<file path="config.mk">
export PLATFORM = sky130hd
export DESIGN_NAME = mmc3_mapper
export DESIGN_NICKNAME = d
export VERILOG_FILES = /design/src/mmc3_pkg.sv /design/src/mmc3_scanline_irq.sv /design/src/mmc3_regs.sv /design/src/mmc3_bank_map.sv /design/src/mmc3_mapper.sv
export SDC_FILE = /design/constraint.sdc
export NUM_CORES = 1
export LEC_CHECK = 0
export BUFFER_PORTS_ARGS = -buffer_cell sky130_fd_sc_hd__buf_2
export CAP_MARGIN = 15
export CORE_MARGIN = 2
export CORE_UTILIZATION = 28
export DETAILED_ROUTE_END_ITERATION = 6
export PLACE_DENSITY_LB_ADDON = 0.3
export SYNTH_ARGS = -nofsm -noshare
export SYNTH_HDL_FRONTEND = slang
export SYNTH_SLANG_ARGS = --single-unit
</file>
<file path="constraint.sdc">
create_clock -name m2 -period 2.7 [get_ports m2]
set_clock_uncertainty 0.2 [all_clocks]
set_input_delay 0.405 -clock m2 [delete_from_list [all_inputs] [get_ports m2]]
set_output_delay 0.405 -clock m2 [all_outputs]
set_load 0.02 [all_outputs]
</file>
<file path="src/mmc3_pkg.sv">
`default_nettype none

package mmc3_pkg;

	// ****************************************
	// constants

	localparam logic [7:0] MAP_IDX = 8'd74;            // mapper number for save-state readback
	localparam int A12_QUIET_LEN = 4;                  // low samples before an a12 rise counts
	localparam logic [7:0] SS_IRQ_CTR_ADR = 8'd16;
	localparam logic [7:0] SS_IRQ_FLAGS_ADR = 8'd17;
	localparam logic [7:0] SS_MAP_IDX_ADR = 8'd127;
	localparam logic [5:0] PRG_FIXED_LAST = 6'b111111;   // e000-ffff window
	localparam logic [5:0] PRG_FIXED_SECOND = 6'b111110; // 8000 or c000 window

	// ****************************************
	// cpu register select, indexed by {a14, a13, a0}

	typedef enum logic [2:0] {
		bank_select = 3'd0, // 8000
		bank_data   = 3'd1, // 8001
		mirror      = 3'd2, // a000
		ram_cfg     = 3'd3, // a001
		irq_latch   = 3'd4, // c000
		irq_reload  = 3'd5, // c001
		irq_disable = 3'd6, // e000
		irq_enable  = 3'd7  // e001
	} reg_sel_e;

	// ****************************************
	// bus and block interfaces

	typedef struct packed {
		logic ce_n;        // low for 8000-ffff
		logic rw;          // high for read
		logic [14:0] addr;
		logic [7:0] dat;
	} cpu_bus_t;

	typedef struct packed {
		logic [13:0] addr;
		logic oe_n;
		logic we_n;
	} ppu_bus_t;

	typedef struct packed {
		logic [5:0][7:0] chr_bank; // 2k, 2k, 1k, 1k, 1k, 1k
		logic [1:0][5:0] prg_bank;
		logic swap_control;
		logic chr_invert;
		logic mirror_mode;         // 0 vertical, 1 horizontal
		logic ram_on;
	} bank_cfg_t;

	// restore loads the counter from restore_ctr, restore_on loads the
	// flags from the same byte in the save-state flag layout
	typedef struct packed {
		logic [7:0] reload_val;
		logic set_reload;
		logic enable;
		logic disable_req;
		logic restore;
		logic [7:0] restore_ctr;
		logic restore_on;
	} irq_cmd_t;

	typedef struct packed {
		logic [7:0] ctr;
		logic on;
		logic pend;
		logic reload_req;
	} irq_state_t;

	typedef struct packed {
		logic [18:0] prg_addr;
		logic [17:0] chr_addr;
		logic prg_oe;
		logic chr_oe;
		logic rom_ce;
		logic ram_ce;
		logic ram_we;
		logic chr_ce;
		logic chr_we;
		logic ciram_a10;
		logic ciram_ce;
		logic map_cpu_oe;
		logic [7:0] map_cpu_dout;
	} map_out_t;

endpackage

`default_nettype wire

</file>
<file path="src/mmc3_scanline_irq.sv">
`default_nettype none

module mmc3_scanline_irq import mmc3_pkg::*;
(
	input wire m2,
	input wire map_rst,
	input wire ppu_a12,
	input wire irq_cmd_t irq_cmd,
	input wire freeze,
	output irq_state_t irq_state,
	output logic irq
);

	logic [A12_QUIET_LEN-1:0] a12_hist; // previous a12 samples, newest in bit 0
	logic [7:0] ctr;
	logic on;
	logic pend;
	logic reload_req;
	logic a12_rise;
	logic fire;

	// a rise only counts after a full quiet window
	assign a12_rise = ppu_a12 && (a12_hist == '0) && !freeze;

	// this rise would bring the counter to zero
	assign fire = on && a12_rise &&
		((ctr == 8'd1 && !reload_req) || (reload_req && irq_cmd.reload_val == 8'd0));

	assign irq = pend || fire;

	always_ff @(posedge m2)
	begin
		if (map_rst)
		begin
			a12_hist <= '0;
			ctr <= 8'd0;
			on <= 1'b0;
			pend <= 1'b0;
			reload_req <= 1'b0;
		end
		else
		begin
			if (!freeze)
				a12_hist <= {a12_hist[A12_QUIET_LEN-2:0], ppu_a12};

			if (a12_rise)
			begin
				if (reload_req || ctr == 8'd0)
					ctr <= irq_cmd.reload_val;
				else
					ctr <= ctr - 8'd1;
				reload_req <= 1'b0;
				if (fire)
					pend <= 1'b1;
			end

			// cpu commands land after the counter so a c001 write wins
			if (irq_cmd.set_reload)
				reload_req <= 1'b1;
			if (irq_cmd.enable)
				on <= 1'b1;
			if (irq_cmd.disable_req)
			begin
				on <= 1'b0;
				pend <= 1'b0; // acknowledge
			end

			// save-state restore
			if (irq_cmd.restore)
				ctr <= irq_cmd.restore_ctr;
			if (irq_cmd.restore_on)
			begin
				reload_req <= irq_cmd.restore_ctr[1] ^ irq_cmd.restore_ctr[0];
				pend <= irq_cmd.restore_ctr[3] ^ irq_cmd.restore_ctr[2];
				on <= irq_cmd.restore_ctr[4];
			end
		end
	end

	always_comb
	begin
		irq_state.ctr = ctr;
		irq_state.on = on;
		irq_state.pend = pend;
		irq_state.reload_req = reload_req;
	end

endmodule

`default_nettype wire

</file>
<file path="src/mmc3_regs.sv">
`default_nettype none

module mmc3_regs import mmc3_pkg::*;
(
	input wire m2,
	input wire map_rst,
	input wire cfg_mir_v,
	input wire cpu_bus_t cpu,
	input wire irq_state_t irq_state,
	input wire ss_cyc,
	input wire ss_stb,
	input wire ss_we,
	input wire [7:0] ss_adr,
	input wire [7:0] ss_dat_w,
	output bank_cfg_t bank_cfg,
	output irq_cmd_t irq_cmd,
	output logic [7:0] ss_dat_r,
	output logic ss_ack
);

	typedef enum logic [1:0] {
		st_idle,
		st_wait,
		st_ack,
		st_hold
	} ss_state_e;

	logic [7:0] cpu_regs [8];  // 8000-e001 as written
	logic [7:0] bank_regs [8]; // targets of 8001
	reg_sel_e reg_sel;
	logic cpu_wr;
	logic ss_wr;
	ss_state_e ss_state;

	assign reg_sel = reg_sel_e'({cpu.addr[14], cpu.addr[13], cpu.addr[0]});
	assign cpu_wr = !cpu.ce_n && !cpu.rw && !ss_cyc; // frozen during save state
	assign ss_wr = (ss_state == st_wait) && ss_cyc && ss_stb && ss_we;
	assign ss_ack = (ss_state == st_ack);

	// ****************************************
	// wishbone save-state handshake

	always_ff @(posedge m2)
	begin
		if (map_rst)
			ss_state <= st_idle;
		else
		begin
			case (ss_state)
				st_idle: if (ss_cyc && ss_stb)
					ss_state <= st_wait;
				st_wait: ss_state <= (ss_cyc && ss_stb) ? st_ack : st_idle;
				st_ack: ss_state <= (ss_cyc && ss_stb) ? st_hold : st_idle;
				default: if (!ss_cyc || !ss_stb)
					ss_state <= st_idle; // wait for the master to drop stb
			endcase
		end
	end

	// ****************************************
	// register file

	always_ff @(posedge m2)
	begin
		if (map_rst)
		begin
			for (int i = 0; i < 8; i++)
				cpu_regs[i] <= 8'h00;
			cpu_regs[mirror] <= {7'b0, cfg_mir_v}; // board strap
			bank_regs[0] <= 8'd0;
			bank_regs[1] <= 8'd2;
			bank_regs[2] <= 8'd4;
			bank_regs[3] <= 8'd5;
			bank_regs[4] <= 8'd6;
			bank_regs[5] <= 8'd7;
			bank_regs[6] <= 8'd0;
			bank_regs[7] <= 8'd1;
		end
		else
		begin
			if (cpu_wr)
			begin
				cpu_regs[reg_sel] <= cpu.dat;
				if (reg_sel == bank_data)
					bank_regs[cpu_regs[bank_select][2:0]] <= cpu.dat;
			end
			if (ss_wr && ss_adr[7:3] == 5'd0)
				cpu_regs[ss_adr[2:0]] <= ss_dat_w;
			if (ss_wr && ss_adr[7:3] == 5'd1)
				bank_regs[ss_adr[2:0]] <= ss_dat_w;
		end
	end

	// ****************************************
	// outputs to the bank map and the counter

	always_comb
	begin
		for (int i = 0; i < 6; i++)
			bank_cfg.chr_bank[i] = bank_regs[i];
		bank_cfg.prg_bank[0] = bank_regs[6][5:0];
		bank_cfg.prg_bank[1] = bank_regs[7][5:0];
		bank_cfg.swap_control = cpu_regs[bank_select][6];
		bank_cfg.chr_invert = cpu_regs[bank_select][7];
		bank_cfg.mirror_mode = cpu_regs[mirror][0];
		bank_cfg.ram_on = cpu_regs[ram_cfg][7]; // bit 6 write protect is stored only
	end

	always_comb
	begin
		irq_cmd.reload_val = cpu_regs[irq_latch];
		irq_cmd.set_reload = cpu_wr && (reg_sel == irq_reload);
		irq_cmd.enable = cpu_wr && (reg_sel == irq_enable);
		irq_cmd.disable_req = cpu_wr && (reg_sel == irq_disable);
		irq_cmd.restore = ss_wr && (ss_adr == SS_IRQ_CTR_ADR);
		irq_cmd.restore_ctr = ss_dat_w;
		irq_cmd.restore_on = ss_wr && (ss_adr == SS_IRQ_FLAGS_ADR);
	end

	// save-state readback, valid while ss_ack is high
	always_comb
	begin
		if (ss_adr[7:3] == 5'd0)
			ss_dat_r = cpu_regs[ss_adr[2:0]];
		else if (ss_adr[7:3] == 5'd1)
			ss_dat_r = bank_regs[ss_adr[2:0]];
		else if (ss_adr == SS_IRQ_CTR_ADR)
			ss_dat_r = irq_state.ctr;
		else if (ss_adr == SS_IRQ_FLAGS_ADR)
			ss_dat_r = {3'b000, irq_state.on, irq_state.pend, 1'b0, irq_state.reload_req, 1'b0};
		else if (ss_adr == SS_MAP_IDX_ADR)
			ss_dat_r = MAP_IDX;
		else
			ss_dat_r = 8'hff;
	end

endmodule

`default_nettype wire

</file>
<file path="src/mmc3_bank_map.sv">
`default_nettype none

module mmc3_bank_map import mmc3_pkg::*;
(
	input wire cpu_bus_t cpu,
	input wire ppu_bus_t ppu,
	input wire bank_cfg_t bank_cfg,
	output map_out_t map_out
);

	logic [5:0] prg_page;
	logic [7:0] chr_page;
	logic ram_area;

	assign ram_area = cpu.ce_n && (cpu.addr[14:13] == 2'b11); // 6000-7fff

	// ****************************************
	// prg, 8k windows

	always_comb
	begin
		case (cpu.addr[14:13])
			2'd0: prg_page = bank_cfg.swap_control ? PRG_FIXED_SECOND : bank_cfg.prg_bank[0];
			2'd1: prg_page = bank_cfg.prg_bank[1];
			2'd2: prg_page = bank_cfg.swap_control ? bank_cfg.prg_bank[0] : PRG_FIXED_SECOND;
			default: prg_page = PRG_FIXED_LAST;
		endcase
		if (cpu.ce_n)
			prg_page = 6'd0; // below 8000
	end

	// ****************************************
	// chr, 1k pages

	always_comb
	begin
		if (ppu.addr[12:11] == {bank_cfg.chr_invert, 1'b0})
			chr_page = {bank_cfg.chr_bank[0][7:1], ppu.addr[10]}; // 2k bank, low bit ignored
		else if (ppu.addr[12:11] == {bank_cfg.chr_invert, 1'b1})
			chr_page = {bank_cfg.chr_bank[1][7:1], ppu.addr[10]};
		else
		begin
			case (ppu.addr[11:10])
				2'd0: chr_page = bank_cfg.chr_bank[2];
				2'd1: chr_page = bank_cfg.chr_bank[3];
				2'd2: chr_page = bank_cfg.chr_bank[4];
				default: chr_page = bank_cfg.chr_bank[5];
			endcase
		end
	end

	// ****************************************
	// cartridge edge

	always_comb
	begin
		map_out.prg_addr = {prg_page, cpu.addr[12:0]};
		map_out.chr_addr = {chr_page, ppu.addr[9:0]};
		map_out.prg_oe = cpu.rw;
		map_out.chr_oe = !ppu.oe_n;
		map_out.rom_ce = !cpu.ce_n;
		map_out.ram_ce = ram_area;
		map_out.ram_we = ram_area && !cpu.rw;
		map_out.chr_ce = !ppu.addr[13];
		map_out.chr_we = !ppu.we_n;
		map_out.ciram_a10 = bank_cfg.mirror_mode ? ppu.addr[11] : ppu.addr[10];
		map_out.ciram_ce = !ppu.addr[13];
		map_out.map_cpu_oe = ram_area && !bank_cfg.ram_on && cpu.rw; // open bus
		map_out.map_cpu_dout = 8'hff;
	end

endmodule

`default_nettype wire

</file>
<file path="src/mmc3_mapper.sv">
`default_nettype none

module mmc3_mapper import mmc3_pkg::*;
(
	input wire m2,
	input wire map_rst,
	input wire cfg_mir_v,
	input wire cpu_bus_t cpu,
	input wire ppu_bus_t ppu,
	input wire ss_cyc,
	input wire ss_stb,
	input wire ss_we,
	input wire [7:0] ss_adr,
	input wire [7:0] ss_dat_w,
	output map_out_t map_out,
	output logic irq,
	output logic [7:0] ss_dat_r,
	output logic ss_ack
);

	bank_cfg_t bank_cfg;
	irq_cmd_t irq_cmd;
	irq_state_t irq_state;

	mmc3_regs u_regs (
		.m2        (m2),
		.map_rst   (map_rst),
		.cfg_mir_v (cfg_mir_v),
		.cpu       (cpu),
		.irq_state (irq_state),
		.ss_cyc    (ss_cyc),
		.ss_stb    (ss_stb),
		.ss_we     (ss_we),
		.ss_adr    (ss_adr),
		.ss_dat_w  (ss_dat_w),
		.bank_cfg  (bank_cfg),
		.irq_cmd   (irq_cmd),
		.ss_dat_r  (ss_dat_r),
		.ss_ack    (ss_ack)
	);

	mmc3_scanline_irq u_irq (
		.m2        (m2),
		.map_rst   (map_rst),
		.ppu_a12   (ppu.addr[12]),
		.irq_cmd   (irq_cmd),
		.freeze    (ss_cyc), // counting stops during save state
		.irq_state (irq_state),
		.irq       (irq)
	);

	mmc3_bank_map u_bank_map (
		.cpu      (cpu),
		.ppu      (ppu),
		.bank_cfg (bank_cfg),
		.map_out  (map_out)
	);

endmodule

`default_nettype wire

</file>
# After elaboration in Yosys (flattened, before gate mapping)
# Memories as Yosys holds them, arrays and structs flattened.
# Cells that the tools add are included.
[totals] regBits=17 ram_bits=128 input_bits=63 wordCells=145 n_memories=2
[op_classes] add_sub_neg=1 n_eq_ne=19 mux=59 bitwise_logic=3 reduce_logical=55
[memory_table] memory="u_regs.bank_regs" depth=8 word_bits=8 read_ports=9 rd_ports_with_merged_regs=0 write_ports=8 line="mmc3_regs.sv:29" source="logic [7:0] bank_regs [8];"
[memory_table] memory="u_regs.cpu_regs" depth=8 word_bits=8 read_ports=5 rd_ports_with_merged_regs=0 write_ports=8 line="mmc3_regs.sv:28" source="logic [7:0] cpu_regs [8];"
[ops] cell="8-bit 2-to-1 mux" count=15
[ops] cell="8-bit OR reduction" count=4
[ops] cell="1-bit 2-to-1 mux" count=30
[ops] cell="8-bit case mux with 3 select lines" count=1
[ops] cell="1-bit logical AND" count=23
[ops] cell="6-bit 2-to-1 mux" count=3
[ops] cell="6-bit case mux with 3 select lines" count=1
[ops] cell="8-bit by 5-bit equality test with 1-bit output (second input constant)" count=2
[ops] cell="8-bit zero test" count=2
[ops] cell="3-bit 2-to-1 mux" count=4
[ops] cell="3-bit nonzero test" count=4
[ops] cell="3-bit equality test (second input constant)" count=3
[ops] cell="1-bit zero test" count=9
[ops] cell="2-bit equality test (second input constant)" count=4
[ops] cell="8-bit by 1-bit equality test with 1-bit output (second input constant)" count=1
[ops] cell="8-bit by 7-bit equality test with 1-bit output (second input constant)" count=1
[ops] cell="2-bit 2-to-1 mux" count=4
[ops] cell="8-bit by 1-bit subtractor with 8-bit output (second input constant)" count=1
[ops] cell="2-bit by 1-bit equality test with 1-bit output (second input constant)" count=3
[ops] cell="2-bit zero test" count=3
[ops] cell="2-bit case mux with 3 select lines" count=1
[ops] cell="5-bit by 1-bit equality test with 1-bit output (second input constant)" count=1
[ops] cell="5-bit zero test" count=1
[ops] cell="2-bit equality test" count=2
[ops] cell="9 further kinds" count=14

# Depth between registers and ports, before layout
# Gate-level depths: netlist of the first run.
[depth] ltp_word=10 depth_mapped=8 mapped_depth_nobuf=6

# Cells and area by module
# Synthesis of the first run repeated with hierarchy kept, for this count alone.
[hier_totals] hier_cells=748 area_unflattened_um2=8712.1
[modules_own_cells] module="mmc3_regs" n_inst=1 cells_per_inst=529 area_per_inst_um2=6817.8 seq_area_each_um2=3883.7
[modules_own_cells] module="mmc3_scanline_irq" n_inst=1 cells_per_inst=118 area_per_inst_um2=972.2 seq_area_each_um2=300.3
[modules_own_cells] module="mmc3_bank_map" n_inst=1 cells_per_inst=101 area_per_inst_um2=922.1 seq_area_each_um2=0.0

# Worst setup path before layout of the first run
# Ideal clock, no wire load.
[synth_timing] kind="input port to flip-flop" startpoint="in ss_adr[4]" endpoint="mem u_regs.bank_regs[7][0] (enable)" setup_time_ns=0.375 arrival_ns=2.307 slack_ns=-0.181 path_stages=7 cell_sequence="or3_1 > buf_6 > nor4_4 > buf_6 > mux2_4 > buf_4 > o21bai_1"
[synth_rtl] element="from (decl)" line="mmc3_mapper.sv:13" source="input wire [7:0] ss_adr,"
[synth_rtl] element="to (decl)" line="mmc3_regs.sv:29"

==> metrics, run 1 <==
Worst Hold Slack 97.9 ps; Clock transition at path regs 70 ps; Clk pwr share 39.7%; Top FF cell, synth edfxtp_1; DP Wirelength roughly 21000 um; Die H 179 um; drt wl/cell 21.4 um; largest net degree at the start of global routing 31; Yosys top cell area share 45.0%; gr usage total 17.1%; Least-Margin Pin Slew 563 ps; Ys Warns 0; H-tree depth 4; vias in the first global route 6185; first-pass GRT wire length 39500 um; crit-path max FO 3; Synth async-reset ratio 0%; full die area about 32000 sq um; DRC viols 0; Synth area leaders edfxtp_1 45%, mux4_2 10%, dfxtp_1 4.0%, buf_4 3.8%, mux2i_1 3.8%; Final nets 903; antenna-violating nets left 0; Max Slew Vio Count 0; Worst Path Required between 2000 and 2500 ps; Overflow after GRT 0; FF+latch count, synth ~150; Switching Fraction 28.4%; Max-slew headroom 62.1%; HP Class primary input to register; final core occ 35.1%; Pre-Repair DR Iteration Count 5; fillers roughly 3000; P&R area growth vs syn 22.5%; fraction of layout cells with a size suffix above 1 between 30% and 40%; CP startpoint kind register; final wirelength roughly 26000 um; CTS Buffer Depth 2; detail-routed via count per cell 5.22; max cap viols 0; Power Dens Cells between 500 and 600 nW/um^2; most frequent cell after synthesis edfxtp_1; EDFF count, synth 128; Synth Cell Area roughly 8500 sq um; die width 179 um; Starting Density approximately 29%; critical path class register to output port; RSZ-0062 raised after global routing false; synth cell count leaders 128 x edfxtp_1, 84 x nor2_1, 56 x nor3_1; Port Buf Inserts 75; core area 29800 sq um; Leakage Power approximately 3.8 nW; Inserted Diodes 0; root buffer cell clkbuf_16; NetSw 1.68 mW; via count between 6000 and 7000; Setup WS post-layout 39.3 ps; sequential area share after synthesis 49.0%; Placer Congestion 0.854; worst-skew pair later-pin latency 430 ps; Gate Count Post-Synth 714; Distinct cells, synth 66; CP endpoint kind output port; minimum clock period 2660 ps; drt first-iter violations 574; outcome finished clean; Mean Syn Cell Area around 12 sq um; sequential share of power 44.1%; I/O Pins about 130; FMAX between 300 and 400 MHz; Int Power 4.25 mW; Worst EP arrival 2060 ps; endpoints failing hold 0; final worst-path cycle share between 90% and 100%; Setup WS pre-CTS -61.3 ps; peak supply drop 306 uV; CTS buffer count 17; row cnt 63; Combinational Power Share between 10% and 20%; Setup-failing EPs final 0; top cell type by total area after synthesis edfxtp_1; CTS tree built; clk sink count 145; initial antenna violation count 1
-- per-layer routing --
| metal | vias up | share of wire [%] | track usage, % |
|---|---|---|---|
| met2 | 244 | 47 | 27.3 |
| met4 | 2 | 2.5 | 6.40 |
| met5 | - | 0.049 | 0 |
| li1 | 2970 | - | - |
| met1 | 3193 | 44 | 22.8 |
| met3 | 43 | 7.2 | 3.32 |
-- layout by cell type (no fill, tap or decap), types with 8 or more instances in the layout --
cell / n
edfxtp_1: 128
nor2_1: 83
buf_4: 83
buf_2: 75
nor3_1: 56
mux4_2: 39
mux2i_1: 30
nand2_1: 28
inv_1: 23
a21oi_1: 18
nand3_1: 17
clkbuf_16: 17
dfxtp_1: 17
mux2i_2: 14
nand2b_1: 14
buf_12: 13
o21ai_0: 12
mux2_2: 12
a32oi_1: 11
nor3_2: 11
a31oi_1: 9
nor4_1: 9
conb_1: 8
-- cell families (layout without fill, tap and decap cells) --
kind of cell	after synthesis	in the layout	share of synthesized area [%]
flip-flops	145	145	49.0
buffers and inverters	100	226	7.02
multiplexers	96	96	17.7
AND/OR/NAND/NOR	259	259	16.1
adder cells (fa/ha/maj)	6	6	0.880
XOR/XNOR	5	5	0.513
AO/OA/AOI/OAI	102	102	8.68
other	1	8	0.0439
-- worst paths after layout --
check	endpoint	start	slack (ps)	depth (start not counted)
max reg2reg	u_regs.bank_regs[7][4]$_SDFFCE_PN0P_	u_regs.ss_state[1]$_SDFFE_PP0P_	170	9
min reg2reg	u_irq.a12_hist[0]$_SDFFE_PP0N_	u_irq.a12_hist[0]$_SDFFE_PP0N_	300	2
min	u_irq.ctr[2]$_SDFFE_PP0P_	ss_dat_w[2]	100	3
max	ss_dat_r[4]	u_regs.bank_regs[6][4]$_SDFFCE_PN0P_	40	4
-- state kept, by name, indices dropped and copies added (netlist names) --
name and count:
u_irq.ctr 8, u_irq.pend 1, u_regs.cpu_regs 64, u_regs.ss_state 2, u_regs.bank_regs 64, u_irq.a12_hist 4
u_irq.reload_req 1, u_irq.on 1
-- per-stage QoR --
step	setup TNS [ps]	total power [mW]	instance area, sq um	instances
finish	0	5.93	10500	1237
detailed placement	-1800	3.61	9790	1202
global route	0	6.12	10500	1237
CTS	-14.2	5.95	10400	1234
global placement	-1390	3.61	9790	1202
floorplan	-2900	3.25	8580	721
-- final cells by class --
| cell class | instances | area [sq um] | area share [%] |
|---|---|---|---|
| inverters | 23 | 86.3 | 0.826 |
| flip-flops and latches | 145 | 4180 | 40.0 |
| clock inverters | 15 | 161 | 1.54 |
| well taps | 390 | 488 | 4.67 |
| clock buffers | 17 | 425 | 4.07 |
| multi-input cells | 476 | 3850 | 36.8 |
| repair buffers | 171 | 1260 | 12.0 |
-- worst max-delay path, cell delays in order, from the launching register on --
cell and delay (ps):
edfxtp_1 460, mux4_2 510, mux2i_1 290, o221ai_1 180, buf_2 190
-- power groups by stage --
stage	clock (mW)	sequential (mW)	combinational [mW]
2_1_floorplan	0	2.62	0.636
3_3_place_gp	0	2.66	0.948
3_5_place_dp	0	2.66	0.948
4_1_cts	2.39	2.61	0.953
5_1_grt	2.46	2.62	1.04
6_report	2.36	2.61	0.962
-- timing repair --
| item | 4_1_cts | 5_1_grt |
|---|---|---|
| buffers inserted | 0 | 3 |
| setup endpoints to repair | 2 | 61 |
| gates resized for setup | 1 | 10 |
| gates cloned | 0 | 0 |
| hold buffers | 0 | 0 |
| pin swaps | 0 | 1 |
Power figures use the tool's default switching activity.
==> run 2, diff against run 1 <==
--- a/config.mk
+++ b/config.mk
@@ -9,5 +9,5 @@
 export CAP_MARGIN = 15
 export CORE_MARGIN = 2
-export CORE_UTILIZATION = 28
+export CORE_UTILIZATION = 33
 export DETAILED_ROUTE_END_ITERATION = 6
 export PLACE_DENSITY_LB_ADDON = 0.3
==> constraint.sdc (replaced) <==
create_clock -name m2 -period 2.7 [get_ports m2]
set_clock_uncertainty 0.2 [all_clocks]
set_input_delay 0.405 -clock m2 [delete_from_list [all_inputs] [get_ports m2]]
set_output_delay 0.405 -clock m2 [all_outputs]
set_load 0.01 [all_outputs]
==> run 2 against run 1 <==
Register-to-register slack got worse by 90 ps. Combinational power about the same. Design area increased by 3.4%. Power increased by 1.7%. Cell count decreased by 2.7%. Wire length increased by 1.3%. Count of clock-buffer cells in the layout unchanged. Critical path type unchanged. Critical endpoint is now ss_dat_r[3]. Largest cell class unchanged. Highest routed layer is now met4.
==> metrics, run 2 (synthesized netlist as in run 1, its figures left out) <==
outcome finished clean; critical path class register to output port; Inserted Diodes 0; Overflow after GRT 0; Setup WS post-layout about 7.4 ps; Least-Margin Pin Slew about 560 ps; minimum clock period 2690 ps; Leakage Power 3.98 nW; H-tree depth 4; CTS Hold Bufs 0; root buffer cell clkbuf_16; initial antenna violation count 0; I/O Pins 128; Setup WS pre-CTS -206 ps; Worst Reg-to-Reg Cells 9; row cnt slightly below 60; CTS Buffer Depth 2; most frequent cells in the layout 128 x edfxtp_1, 100 x buf_4, 83 x nor2_1; first-pass GRT wire length 40400 um; r2r endpoint u_regs.bank_regs[2][7]$_SDFFCE_PN0P_; post-route cell area ~11000 sq um; R2R Setup Slk 80 ps; vias in the first global route 6503; FMAX roughly 370 MHz; M1 GR Usage 28.1%; gr busiest metal met2; gr usage total between 20% and 30%; CTS buffer count 17; critical path capture point ss_dat_r[3]; final wirelength 26800 um; Pre-Repair DR Iteration Count 5; Die H 165 um; Power Dens Cells ~560 nW/um^2; P&R area growth vs syn 26.6%; dpl cell area 9870 sq um; Port Buf Inserts 75; largest net degree at the start of global routing 37; CP endpoint kind output port; Worst Path Required 2100 ps; Starting Density about a third; GR Util met3 3.92%; HP Class primary input to register; Max-slew headroom 62.8%; Setup-failing EPs final 0; Max Slew Vio Count 0; clk sink count around 150; die width around 160 um; peak supply drop 274 uV; Final nets 929; RSZ-0062 raised after global routing true; worst r2r src u_regs.ss_state[1]$_SDFFE_PP0P_; worst-skew pair later-pin latency 440 ps; Placer Congestion 0.902; final worst-path cycle share 99.7%; commonest non-fill, non-tap cell in the layout edfxtp_1; via count roughly 6600; crit-path max FO 2; Worst EP arrival 2090 ps; antenna-violating nets left 0; crit path from u_regs.bank_regs[7][3]$_SDFFCE_PN0P_; CP startpoint kind register; core area 25300 sq um; drt wl/cell around 22 um; Largest regs u_regs.bank_regs: 64 flops, u_regs.cpu_regs: 64 flops, u_irq.ctr: 8 flops; DP Wirelength 20500 um; Final Power 6.03 mW; CTS tree built; fraction of layout cells with a size suffix above 1 39.3%; drt first-iter violations approximately 600; max cap viols 0; detail-routed via count per cell about 5.5; met2 Usage GRT 31.6%; final core occ 42.8%; full die area 27200 sq um; Clock transition at path regs 80 ps; DRC viols 0; endpoints failing hold 0
-- run 2: changes by cell type in the layout (fill, tap and decap cells not counted), moves of 3 or more --
cell / delta
clkinvlp_4: -3
o21bai_4: +3
clkinv_8: +7
buf_6: +3
buf_12: +7
buf_4: +17
-- run 2: what timing repair did --
action                                 CTS  global route
setup endpoints to repair               16            60
resized for setup                       14            27
pin swaps                                0             5
endpoints found under the hold margin    0             0
gates cloned                             0             0
buffers inserted                         3            14
-- run 2: power breakdown --
part           total [mW]  internal, mW  switching [mW]
Clock                2.45          1.28            1.18
Sequential           2.61          2.53          0.0837
Combinational       0.962         0.434           0.528
Total                6.03          4.24            1.79
-- run 2: critical path: stages, from the launching register on --
cell      delay, ps
edfxtp_1        430
mux4_2          550
mux2i_2         200
a311oi_2        170
buf_4           180
buf_2           130
-- run 2: final cells by class --
class / instances / area, sq um
clock inverters: 15 / 204
clock buffers: 17 / 425
flip-flops and latches: 145 / 4190
inverters: 23 / 88.8
fillers: 2412 / 14400
multi-input cells: 476 / 3930
well taps: 330 / 413
repair buffers: 197 / 1560
-- run 2: stage by stage --
step                      std cells  hold slack [ps]  TNS [ps]
after CTS                      1190             75.0         0
after global placement         1155              272     -5290
after detailed placement       1155              274     -5730
final                          1203             92.8         0
after global routing           1203             83.4     -58.9
after floorplan                 721              256     -2900
-- run 2: worst min-delay path by stage --
stage,from,to,slack [ps],depth (start not counted)
4_1_cts,cfg_mir_v,u_regs.cpu_regs[2][0]$_DFFE_PP_,80,2
5_1_grt,cfg_mir_v,u_regs.cpu_regs[2][0]$_DFFE_PP_,80,2
6_report,cfg_mir_v,u_regs.cpu_regs[2][0]$_DFFE_PP_,90,2
2_1_floorplan,u_irq.a12_hist[0]$_SDFFE_PP0N_,u_irq.a12_hist[0]$_SDFFE_PP0N_,260,2
3_5_place_dp,u_irq.a12_hist[0]$_SDFFE_PP0N_,u_irq.a12_hist[0]$_SDFFE_PP0N_,270,2
3_3_place_gp,u_irq.a12_hist[0]$_SDFFE_PP0N_,u_irq.a12_hist[0]$_SDFFE_PP0N_,270,2
-- run 2: routing by layer --
layer | part of all wire (%) | up-vias | routed length (um)
li1 | - | 3018 | -
met1 | 42 | 3245 | 11300
met2 | 46 | 338 | 12400
met3 | 8.6 | 47 | 2300
met4 | 2.9 | 0 | 778
met5 | 0 | - | 0
==> run 3, diff against run 2 <==
- PLACE_DENSITY: not set -> 0.62
- PLACE_DENSITY_LB_ADDON: 0.3 -> not set
- clock period: 2.7 -> 2.6 ns (I/O delays scaled with it)
==> run 3 against run 2 <==
Wire length is 4.8% lower. Flip-flop and latch count is the same. Non-clock buffer count is 1 lower. Setup slack improved by 22 ps. Count of clock-buffer cells in the layout unchanged. Hold slack got worse by 5.9 ps. Largest power group unchanged.
==> metrics, run 3 (synthesized netlist as in run 1, its figures left out) <==
outcome finished clean; Least-Margin Pin Slew approximately 530 ps; first-pass GRT wire length 38400 um; final worst-path cycle share 98.9%; dpl cell area between 9000 and 10000 sq um; minimum clock period 2570 ps; P&R area growth vs syn 27.0%; DP Wirelength 19900 um; DRC viols 0; gr busiest metal met2; CP Cell Sequence mux4_2, mux2_4, nand2_4, o221ai_4, buf_6; fillers about 2400; CTS tree built; CP endpoint kind output port; CTS buffer count 17; CTS Buffer Depth 2; HP Class primary input to register; Pre-Repair DR Iteration Count 5; peak supply drop about 320 uV; Leakage Power 3.99 nW; via count about 6700; Setup-failing EPs final 0; initial antenna violation count 1; full die area 27200 sq um; drt wl/cell between 20 and 25 um; Final nets 928; CTS Hold Bufs 0; Max Slew Vio Count 0; vias in the first global route around 6500; clk sink count around 150; Slowest Stage Delay on Critical Path 500 ps; Inserted Diodes 0; M1 GR Usage between 20% and 30%; fraction of layout cells with a size suffix above 1 39.8%; commonest non-fill, non-tap cell in the layout edfxtp_1; antenna-violating nets left 0; gr usage total a little under a fifth; Worst EP arrival ~2000 ps; post-route cell area 10800 sq um; Clock transition at path regs 70 ps; RSZ-0062 raised after global routing true; slowest stage cell, crit path mux4_2; worst-skew pair later-pin latency around 430 ps; met2 Usage GRT 31.0%; H-tree depth 4; critical path class register to output port; Placer Congestion 0.868; most frequent cells in the layout 128 x edfxtp_1, 94 x buf_4, 82 x nor2_1; endpoints failing hold 0; Starting Density around 34%; Overflow after GRT 0; Power Dens Cells 569 nW/um^2; Port Buf Inserts 75; Worst Path Required 2010 ps; row cnt 58; CP startpoint kind register; die width between 150 and 200 um; max cap viols 0; core area 25300 sq um; FMAX 389 MHz; drt first-iter violations 774; final wirelength 25500 um; root buffer cell clkbuf_16; Worst Hold Slack 86.8 ps; GR Util met3 4.34%; Setup WS post-layout around 30 ps; crit-path max FO 1; detail-routed via count per cell 5.55; Max-slew headroom 64.6%; I/O Pins 128; largest net degree at the start of global routing 20; TNS Setup 0 ps; Setup WS pre-CTS -107 ps; Die H 165 um; Largest regs u_regs.bank_regs: 64 flops, u_regs.cpu_regs: 64 flops, u_irq.ctr: 8 flops
==> run 3: cell count changes in the layout (fill, tap and decap cells not counted), sizes merged <==
cell	before	now
clkbuf	17	18
clkinvlp	0	2
buf	197	195
clkinv	7	4
inv	31	32
==> run 3: area by class of cell <==
class	count	area, sq um	area share, %
Clock buffer	17	425	3.93
Tap cell	330	413	3.81
Sequential cell	145	4180	38.6
Clock inverter	15	169	1.56
Timing Repair Buffer	196	1590	14.7
Multi-Input combinational cell	476	3960	36.6
Inverter	23	86.3	0.797
==> run 3: power by group <==
| group | total, mW | switching [mW] | internal [mW] |
|---|---|---|---|
| Sequential | 2.72 | 0.0861 | 2.63 |
| Combinational | 1.00 | 0.548 | 0.454 |
| Clock | 2.44 | 1.15 | 1.30 |
==> run 3: final timing paths <==
kind,startpoint,to,slack (ps),cells after the start
worst min register to register,u_irq.a12_hist[0]$_SDFFE_PP0N_,u_irq.a12_hist[0]$_SDFFE_PP0N_,280,2
worst max-delay path,u_regs.cpu_regs[2][4]$_SDFFCE_PN0P_,ss_dat_r[4],30,5
worst min-delay path,ss_dat_w[3],u_irq.ctr[3]$_SDFFE_PP0P_,90,3
worst max register to register,u_regs.ss_state[0]$_SDFFE_PP0P_,u_regs.bank_regs[1][1]$_SDFFCE_PN1P_,40,8
==> run 3: metrics by stage <==
| step | power (mW) | utilization [%] | instances |
|---|---|---|---|
| floorplan | 3.33 | - | 721 |
| global placement | 3.70 | 39.3 | 1160 |
| detailed placement | 3.71 | 39.3 | 1160 |
| CTS | 6.15 | 42.1 | 1197 |
| global route | 6.35 | 42.9 | 1202 |
| finish | 6.16 | 42.9 | 1202 |
==> run 3: critical path: cells and delay by family (launching register included) <==
kind,cells,cell delay [ps]
flip-flops,1,380
AO/OA/AOI/OAI,1,110
multiplexers,2,820
buffers and inverters,1,150
AND/OR/NAND/NOR,1,80
==> run 3: metal layers <==
layer / vias up / routed length (um)
met2: 291 / 11900
met4: 2 / 872
met1: 3303 / 10600
met5: - / 11
li1: 3019 / -
met3: 51 / 2090
==> run 3: what timing repair did <==
action,in CTS,in global routing
setup endpoints to repair,6,102
pin swaps,2,5
buffers inserted,4,4
resized for setup,15,32
cloned,1,1
